### config.mk
export PLATFORM = sky130hd
export DESIGN_NAME = traceHostTop
export DESIGN_NICKNAME = d
export VERILOG_FILES = /design/src/traceFramePkg.sv /design/src/hostLinkPkg.sv /design/src/frameCapture.sv /design/src/replySender.sv /design/src/traceHostTop.sv
export SDC_FILE = /design/constraint.sdc
export NUM_CORES = 1
export LEC_CHECK = 0
export ABC_CLOCK_PERIOD_IN_PS = 19910
export BUFFER_PORTS_ARGS = -buffer_cell sky130_fd_sc_hd__buf_4
export CORE_ASPECT_RATIO = 1.25
export CORE_MARGIN = 4
export CORE_UTILIZATION = 45
export DETAILED_ROUTE_END_ITERATION = 10
export PLACE_DENSITY = 0.67
export SLEW_MARGIN = 20
export SYNTH_ARGS = -nofsm -noshare
export SYNTH_HDL_FRONTEND = slang
export SYNTH_HIERARCHICAL = 1
export SYNTH_SLANG_ARGS = --single-unit
### constraint.sdc
create_clock -name clk -period 19.91 [get_ports clk]
set_clock_uncertainty 0.15 [all_clocks]
set_input_delay 3.982 -clock clk [delete_from_list [all_inputs] [get_ports clk]]
set_output_delay 3.982 -clock clk [all_outputs]
set_load 0.01 [all_outputs]
### src/traceFramePkg.sv
// trace frame package: stream word width, frame word offsets and reply layout
package traceFramePkg;

  ////////////////////////////////////////
  // stream words
  ////////////////////////////////////////

  localparam int wordWidth = 32;      // bits per stream word
  localparam int rxCountWidth = 10;   // receive word counter

  ////////////////////////////////////////
  // positions in the received frame
  ////////////////////////////////////////

  localparam int headerWords = 4;     // echoed as-is, positions 0 to 3
  localparam int seqOffset = 4;       // sequence low, high follows
  localparam int minstretOffset = 9;  // retired count low, high follows

  // where those words land in the capture store
  localparam int storedWords = 8;
  localparam int seqSlot = headerWords;
  localparam int minstretSlot = headerWords + 2;
  localparam int slotIndexWidth = $clog2(storedWords);

  ////////////////////////////////////////
  // reply layout
  ////////////////////////////////////////

  // stored words in order, then the host load word
  localparam int replyWords = 9;
  localparam int beatWidth = $clog2(replyWords);

  // capture FSM encoding
  localparam logic [1:0] capIdle = 2'd0;
  localparam logic [1:0] capCapture = 2'd1;
  localparam logic [1:0] capCaptureDone = 2'd2;   // frameDone cycle
  localparam logic [1:0] capDone = 2'd3;

endpackage

### src/hostLinkPkg.sv
// host link package: loss emulation, host load word and reply FSM encoding
package hostLinkPkg;

  ////////////////////////////////////////
  // host behavior
  ////////////////////////////////////////

  // replies sent before one is dropped
  localparam int lossInterval = 10;
  localparam int lossCountWidth = 8;

  // stand-in for the host load estimate, last reply word
  localparam int hostLoadWord = 1;

  ////////////////////////////////////////
  // reply FSM encoding
  ////////////////////////////////////////

  localparam logic [1:0] sndReady = 2'd0;      // idle, waiting for frameDone
  localparam logic [1:0] sndTransmit = 2'd1;   // txValid high
  localparam logic [1:0] sndWaitSend = 2'd2;   // suppressed reply
  localparam logic [1:0] sndFinished = 2'd3;   // loss count advances

endpackage

### src/frameCapture.sv
// frame capture: receives a trace frame and keeps the words the reply needs
`timescale 1ns/10ps

module frameCapture (
  input  logic clk,
  input  logic reset,
  input  logic [traceFramePkg::wordWidth-1:0] rxData,
  input  logic rxValid,
  input  logic rxLast,
  output logic frameDone,
  output logic [traceFramePkg::storedWords*traceFramePkg::wordWidth-1:0] capturedWords
);

  import traceFramePkg::*;

  logic [1:0] capState;
  logic [1:0] capNext;
  logic [1:0] startNext;
  logic [rxCountWidth-1:0] rxCount;
  logic [rxCountWidth-1:0] wordPos;
  logic firstWord;
  logic slotHit;
  logic [slotIndexWidth-1:0] slotIdx;
  logic [wordWidth-1:0] store [storedWords];

  ////////////////////////////////////////
  // receive FSM
  ////////////////////////////////////////

  always_ff @(posedge clk) begin
    if (reset) capState <= capIdle;
    else capState <= capNext;
  end

  // a one-word frame goes straight to captureDone
  assign startNext = rxLast ? capCaptureDone : capCapture;

  always_comb begin
    case (capState)
      capIdle: begin
        if (rxValid) capNext = startNext;
        else capNext = capIdle;
      end
      capCapture: begin
        if (rxValid && rxLast) capNext = capCaptureDone;
        else capNext = capCapture;
      end
      capCaptureDone: begin
        // next frame may begin right away, the receiver never stalls
        if (rxValid) capNext = startNext;
        else capNext = capDone;
      end
      capDone: begin
        if (rxValid) capNext = startNext;
        else capNext = capIdle;
      end
      default: capNext = capIdle;
    endcase
  end

  assign frameDone = capState == capCaptureDone;

  ////////////////////////////////////////
  // word counter
  ////////////////////////////////////////

  // any word seen outside capture opens a new frame
  assign firstWord = capState != capCapture;
  assign wordPos = firstWord ? '0 : rxCount;

  always_ff @(posedge clk) begin
    if (reset) begin
      rxCount <= '0;
    end else if (rxValid) begin
      if (firstWord) rxCount <= rxCountWidth'(1);
      else if (rxCount != '1) rxCount <= rxCount + 1'b1;   // saturate on huge frames
    end
  end

  ////////////////////////////////////////
  // word store
  ////////////////////////////////////////

  // stream position to store slot
  always_comb begin
    slotHit = 1'b0;
    slotIdx = '0;
    if (wordPos < rxCountWidth'(headerWords)) begin
      slotHit = 1'b1;
      slotIdx = slotIndexWidth'(wordPos);
    end else if (wordPos == rxCountWidth'(seqOffset) ||
                 wordPos == rxCountWidth'(seqOffset + 1)) begin
      slotHit = 1'b1;
      slotIdx = slotIndexWidth'(wordPos - rxCountWidth'(seqOffset) + rxCountWidth'(seqSlot));
    end else if (wordPos == rxCountWidth'(minstretOffset) ||
                 wordPos == rxCountWidth'(minstretOffset + 1)) begin
      slotHit = 1'b1;
      slotIdx = slotIndexWidth'(wordPos - rxCountWidth'(minstretOffset) +
                                rxCountWidth'(minstretSlot));
    end
  end

  always_ff @(posedge clk) begin
    if (rxValid) begin
      // short frames leave the words they lack at zero
      if (firstWord) begin
        for (int k = 0; k < storedWords; k++) begin
          store[k] <= '0;
        end
      end
      if (slotHit) store[slotIdx] <= rxData;   // wins over the clear
    end
  end

  always_comb begin
    for (int k = 0; k < storedWords; k++) begin
      capturedWords[k*wordWidth +: wordWidth] = store[k];
    end
  end

endmodule

### src/replySender.sv
// reply sender: builds the nine-word acknowledge and drops every eleventh one
`timescale 1ns/10ps

module replySender (
  input  logic clk,
  input  logic reset,
  input  logic frameDone,
  input  logic [traceFramePkg::storedWords*traceFramePkg::wordWidth-1:0] capturedWords,
  output logic [traceFramePkg::wordWidth-1:0] txData,
  output logic txValid,
  output logic txLast,
  input  logic txReady
);

  import traceFramePkg::*;
  import hostLinkPkg::*;

  logic [1:0] sndState;
  logic [1:0] sndNext;
  logic [beatWidth-1:0] beat;
  logic lastBeat;
  logic accepted;
  logic dropReply;
  logic takeFrame;
  logic [lossCountWidth-1:0] lossCount;
  logic [wordWidth-1:0] replyStore [storedWords];

  assign takeFrame = frameDone && sndState == sndReady;   // busy sender ignores it
  assign dropReply = lossCount == lossCountWidth'(lossInterval);
  assign accepted = txValid && txReady;
  assign lastBeat = beat == beatWidth'(replyWords - 1);

  ////////////////////////////////////////
  // reply FSM
  ////////////////////////////////////////

  always_ff @(posedge clk) begin
    if (reset) sndState <= sndReady;
    else sndState <= sndNext;
  end

  always_comb begin
    case (sndState)
      sndReady: begin
        if (takeFrame && dropReply) sndNext = sndWaitSend;
        else if (takeFrame) sndNext = sndTransmit;
        else sndNext = sndReady;
      end
      sndTransmit: begin
        if (accepted && lastBeat) sndNext = sndFinished;
        else sndNext = sndTransmit;
      end
      sndWaitSend: sndNext = sndFinished;   // one cycle, nothing on the wire
      sndFinished: sndNext = sndReady;
      default: sndNext = sndReady;
    endcase
  end

  ////////////////////////////////////////
  // beat counter and word mux
  ////////////////////////////////////////

  always_ff @(posedge clk) begin
    if (reset) begin
      beat <= '0;
    end else if (sndState == sndReady) begin
      beat <= '0;
    end else if (accepted && !lastBeat) begin
      beat <= beat + 1'b1;   // only moves on an accepted word
    end
  end

  // private copy so the next frame can arrive during the reply
  always_ff @(posedge clk) begin
    if (takeFrame) begin
      for (int k = 0; k < storedWords; k++) begin
        replyStore[k] <= capturedWords[k*wordWidth +: wordWidth];
      end
    end
  end

  always_comb begin
    if (beat < beatWidth'(storedWords)) txData = replyStore[slotIndexWidth'(beat)];
    else txData = wordWidth'(hostLoadWord);   // host load goes last
  end

  assign txValid = sndState == sndTransmit;
  assign txLast = txValid && lastBeat;

  ////////////////////////////////////////
  // frame loss emulation
  ////////////////////////////////////////

  // counts finished replies, sent or dropped
  always_ff @(posedge clk) begin
    if (reset) begin
      lossCount <= '0;
    end else if (sndState == sndFinished) begin
      if (dropReply) lossCount <= '0;   // wrap after lossInterval + 1
      else lossCount <= lossCount + 1'b1;
    end
  end

endmodule

### src/traceHostTop.sv
// trace host top: frame capture feeding the acknowledge reply sender
`timescale 1ns/10ps

module traceHostTop (
  input  logic clk,
  input  logic reset,
  input  logic [traceFramePkg::wordWidth-1:0] rxData,
  input  logic rxValid,
  input  logic rxLast,
  output logic [traceFramePkg::wordWidth-1:0] txData,
  output logic txValid,
  output logic txLast,
  input  logic txReady
);

  import traceFramePkg::*;

  logic frameDone;                                    // one-cycle pulse
  logic [storedWords*wordWidth-1:0] capturedWords;    // held until next frame starts

  frameCapture i_capture (
    .clk,
    .reset,
    .rxData,
    .rxValid,
    .rxLast,
    .frameDone,
    .capturedWords
  );

  // first reply word two cycles after the last received word
  replySender i_sender (
    .clk,
    .reset,
    .frameDone,
    .capturedWords,
    .txData,
    .txValid,
    .txLast,
    .txReady
  );

endmodule

# Word level (Yosys, flattened, before mapping)
# Memory sizes are Yosys's and may differ from the RTL's. A register that Yosys moved wholly into a read port is not among the register bits.
# Cells that the tools add are included.
# Widths: inputs -> output; s select.
[op_classes]
add_sub_neg = 7
order_cmp = 2
eq_ne = 14
n_mux = 30
reduce_logical = 16
[op_table]
columns = ["op", "n"]
rows = [
  ["$mux 32", 1],
  ["$mux 10", 3],
  ["$eq 10x3->1 const B", 2],
  ["$eq 10x4->1 const B", 2],
  ["$mux 3", 5],
  ["$mux 1", 12],
  ["$mux 2", 6],
  ["$add 10x1->10 const B", 1],
  ["$lt 10x3->1 const B", 1],
  ["$ne 10x10->1 const B", 1],
  ["$add 8x1->8 const B", 1],
  ["$eq 2x2->1 const B", 4],
  ["$eq 8x4->1 const B", 1],
  ["$mux 8", 1],
  ["$pmux 2 s4", 1],
  ["$logic_and 1x1->1", 7],
  ["$add 3x3->3 const B", 2],
  ["$pmux 2 s3", 1],
  ["$add 4x1->4 const B", 1],
  ["$eq 2x1->1 const B", 2],
  ["$eq 4x4->1 const B", 1],
  ["$logic_not 2->1", 2],
  ["$lt 4x4->1 const B", 1],
  ["$reduce_or 2->1", 2],
  ["7 further kinds", 8],
]
[totals]
register_bits = 26
ramBits = 512
input_bits = 37
wordCells = 76
memories = 2
[mem_list]
columns = ["memory", "words", "word_bits", "rd", "rd_ports_with_merged_regs", "wr", "line", "text"]
rows = [
  ["i_capture.store", 8, 32, 8, 0, 9, "frameCapture.sv:24", "logic [wordWidth-1:0] store [storedWords];"],
  ["i_sender.replyStore", 8, 32, 1, 1, 8, "replySender.sv:26", "logic [wordWidth-1:0] replyStore [storedWords];"],
]

# Depth between registers and ports, before layout
[depth]
ltp_word = 10
depth_mapped = 8
depth_no_buf = 6

# Hierarchy
# Netlist, hierarchy kept.
[by_module_without_submodules]
columns = ["module", "instances", "cells_per_inst", "area_per_inst_um2", "seq_area_each_um2"]
rows = [
  ["replySender", 1, 585, 10592.7, 8027.7],
  ["frameCapture", 1, 664, 10543.9, 7927.6],
]

# Worst setup path before layout
# Ideal clock, no wire load.
[synth_timing]
kind = "input to register"
startpoint = "input rxValid"
endpoint = "memory i_capture.store[2][0], enable pin"
arrival_ns = 6.798
t_required_ns = 19.294
slack_ns = 12.496
cell_stages = 3
path_buffers = 1
path_cell_list = "clkbuf_1 -> nand4_1 -> o21ai_0"
[synth_lines]
columns = ["element", "line", "text"]
rows = [
  ["start, declared", "traceHostTop.sv:8", "input logic rxValid,"],
  ["end, declared", "frameCapture.sv:24", ""],
]

==> impl_metrics.env <==
export IMPL_status="complete, no violations"
export IMPL_power_mw=2.38
export IMPL_finalHoldViolCount=0
export IMPL_synth_top_cell_area_share=0.727
export IMPL_cp_max_fo=73
export IMPL_critPathMaxStageDelay_ns=0.88
export IMPL_finalSetupTns_ns=0
export IMPL_synth_fp_nets=1297
export IMPL_cap_violations=0
export IMPL_synth_commonest_cells="512 x edfxtp_1, 195 x and2_1, 64 x nor3b_1"
export IMPL_crit_chain="buf_4 > mux2_2 > or3_1 > a41o_1 > buf_4"
export IMPL_htree_levels=2
export IMPL_hpwl_um=23800
export IMPL_synth_area_top_cells="edfxtp_1 73%, and2_1 5.8%, mux4_2 3.3%"
export IMPL_layout_nets=1366
export IMPL_synthesis_area_mm2=0.0211
export IMPL_worstSetupPathType="reg -> out"
export IMPL_crit_reg2reg_launch="i_capture/rxCount[2]"
export IMPL_fmax_ghz=0.130
export IMPL_post_cts_buffers=0
export IMPL_clock_root_buffer="clkbuf_16"
export IMPL_cp_arrival_ns=3.59
export IMPL_drive_above_1_share=0.192
export IMPL_num_fill_cells=3737
export IMPL_reg2reg_slack_ns=16.36
export IMPL_port_buffers=70
export IMPL_timing_critical_path_mode_cell="buf_4"
export IMPL_grt_use_total=0.173
export IMPL_yosysUniqueCellTypes=59
export IMPL_worstSetupStartpointType="flip-flop"
export IMPL_grt_pass1_wl_um=66600
export IMPL_ir_worst_vdd_uv=70.5
export IMPL_pin_count=71
export IMPL_final_antenna_net_count=0
export IMPL_fp_coreArea_mm2=0.0464
export IMPL_cpMaxStageDelayCell="dfxtp_4"
export IMPL_p_leak_nw=7.97
export IMPL_route_detailed_drc=0
export IMPL_tightestPinTransition_ns=1.07
export IMPL_gp_congestion=0.779
export IMPL_cp_endpoint="txData[0]"
export IMPL_ctsHoldBuffers=0
export IMPL_drt_pass1_iterations=7
export IMPL_synthMostInstantiatedCell="edfxtp_1"
export IMPL_cts_buffers=49
export IMPL_area_growth_pct=13.4
export IMPL_fin_crit_sh=0.388
export IMPL_finalCriticalPeriod_ns=7.72
export IMPL_die_h_um=250
export IMPL_cp_end_kind="output pin"
export IMPL_routed_via_count=10700
export IMPL_ys_ff_latch=541
export IMPL_rows=88
export IMPL_rr_endpoint="i_capture/store[1][10]"
export IMPL_die_x_um=202
export IMPL_cts_tree="built"
export IMPL_rsz0062_at_grt="false"
export IMPL_hp_class="reg -> reg"
export IMPL_wirelength_um=44200
export IMPL_async_reset_ff_frac=0
export IMPL_clkSinkCount=541
export IMPL_drtIter0Drc=883
export IMPL_post_drt_via_cell_ratio=5.39
export IMPL_syn_inst=1249
export IMPL_dpl_cell_area_mm2=0.0224
export IMPL_synth_edf_count=512
export IMPL_reg2regPathDepth=6
export IMPL_clk_path_buf_depth=3
export IMPL_clk_pin_slew_ns=0.06
export IMPL_yosys_area_top_type="edfxtp_1"
export IMPL_synth_warnings=6
export IMPL_wl_per_cell_um=22.2
export IMPL_initial_utilization=0.456
export IMPL_maxSlewHeadroom=0.288
export IMPL_avgSynthCellArea_um2=16.9
export IMPL_report_final_slew_viol_count=0
export IMPL_synth_flop_cell="edfxtp_1"
export IMPL_grt_max_degree=107
export IMPL_p_per_area_mw_per_mm2=99.3
export IMPL_setup_viol=0
export IMPL_ctsResizeCount=0
export IMPL_crit_required_ns=15.78
export IMPL_antenna_found_initial=2
export IMPL_yosysSeqAreaShare=0.755
export IMPL_die_area_mm2=0.0505
export IMPL_clkLatencyLatePin_ns=0.57
export IMPL_grt_overflow_total=0
export IMPL_grt_pass1_vias=11100
export IMPL_design_area_mm2=0.0240
export IMPL_place_inst=1897
export IMPL_fin_cells=1987
[report_power, final]
part           internal (mW)  leakage (nW)  switching, mW  total [mW]
clock                  0.537         0.784          0.395       0.931
sequential              1.33          5.18         0.0166        1.34
combinational         0.0299          2.00         0.0763       0.106
[cell families after synthesis]
kind of cell,after synthesis,synth area share
muxes,67,0.0520
and+or+nand+nor,425,0.127
DFF,541,0.755
AOI/OAI and AO/OA,116,0.0385
adders and majority gates,11,0.00651
buffers and inverters,85,0.0191
xor gates and xnor gates,4,0.00166
[per-stage QoR]
step,setup WS (ns),hold slack [ns],util
after detailed placement,12.73,0.255,0.482
after floorplan,12.50,0.250,-
after global placement,12.77,0.250,0.482
after global routing,11.95,0.270,0.517
final,12.19,0.252,0.517
after CTS,12.13,0.254,0.517
[state kept, by name, summed over array words and instances, names as in the netlist, named ones only]
register and cells:
i_capture/store 256, i_sender/replyStore 256, i_capture/rxCount 10, i_sender/lossCount 8
i_sender/beat 4, i_capture/capState 2, i_sender/sndState 2
[metal layers]
metal / GRT usage / part of all wire / up-vias
met5: 0 / 0.00025 / -
met3: 0.0319 / 0.065 / 83
met4: 0.0572 / 0.026 / 2
li1: - / - / 4901
met1: 0.228 / 0.40 / 5391
met2: 0.292 / 0.51 / 333
[cells in the final DEF (no fill, tap or decap), types with 33 or more instances in the layout]
| master | count |
|---|---|
| nor2b_1 | 37 |
| a211oi_1 | 35 |
| nor3b_1 | 64 |
| mux2_2 | 33 |
| and2_1 | 195 |
| nor3_1 | 35 |
| buf_4 | 91 |
| clkbuf_16 | 51 |
| edfxtp_1 | 512 |
[final cells by class]
| cell class | count | area [um2] | area share |
|---|---|---|---|
| sequential | 541 | 16000 | 0.666 |
| antenna | 1 | 2.50 | 0.000104 |
| inverter | 12 | 52.6 | 0.00219 |
| tap | 630 | 788 | 0.0329 |
| multi-input combinational | 623 | 4880 | 0.204 |
| clock buffer | 61 | 1320 | 0.0552 |
| timing repair buffer | 91 | 683 | 0.0285 |
| clock inverter | 28 | 270 | 0.0113 |
[critical path, delay by kind of cell, from the launching register on]
family	cells	cell delay, ns
AO/OA/AOI/OAI	1	0.28
buffers and inverters	2	1.01
flip-flops	1	0.88
multiplexers	1	0.41
AND/OR/NAND/NOR	1	0.30
[worst min path at each step]
stage | from | endpoint | slack [ns] | cells after the start
floorplan | i_capture/store[0][0] | i_sender/replyStore[0][0] | 0.25 | 0
global placement | i_capture/store[6][20] | i_sender/replyStore[6][20] | 0.25 | 0
detailed placement | i_capture/store[0][14] | i_sender/replyStore[0][14] | 0.25 | 0
CTS | i_capture/store[3][0] | i_sender/replyStore[3][0] | 0.25 | 0
global route | i_capture/store[3][0] | i_sender/replyStore[3][0] | 0.27 | 0
finish | i_capture/store[3][0] | i_sender/replyStore[3][0] | 0.25 | 0
No activity file was read; power rests on OpenSTA's default activity.
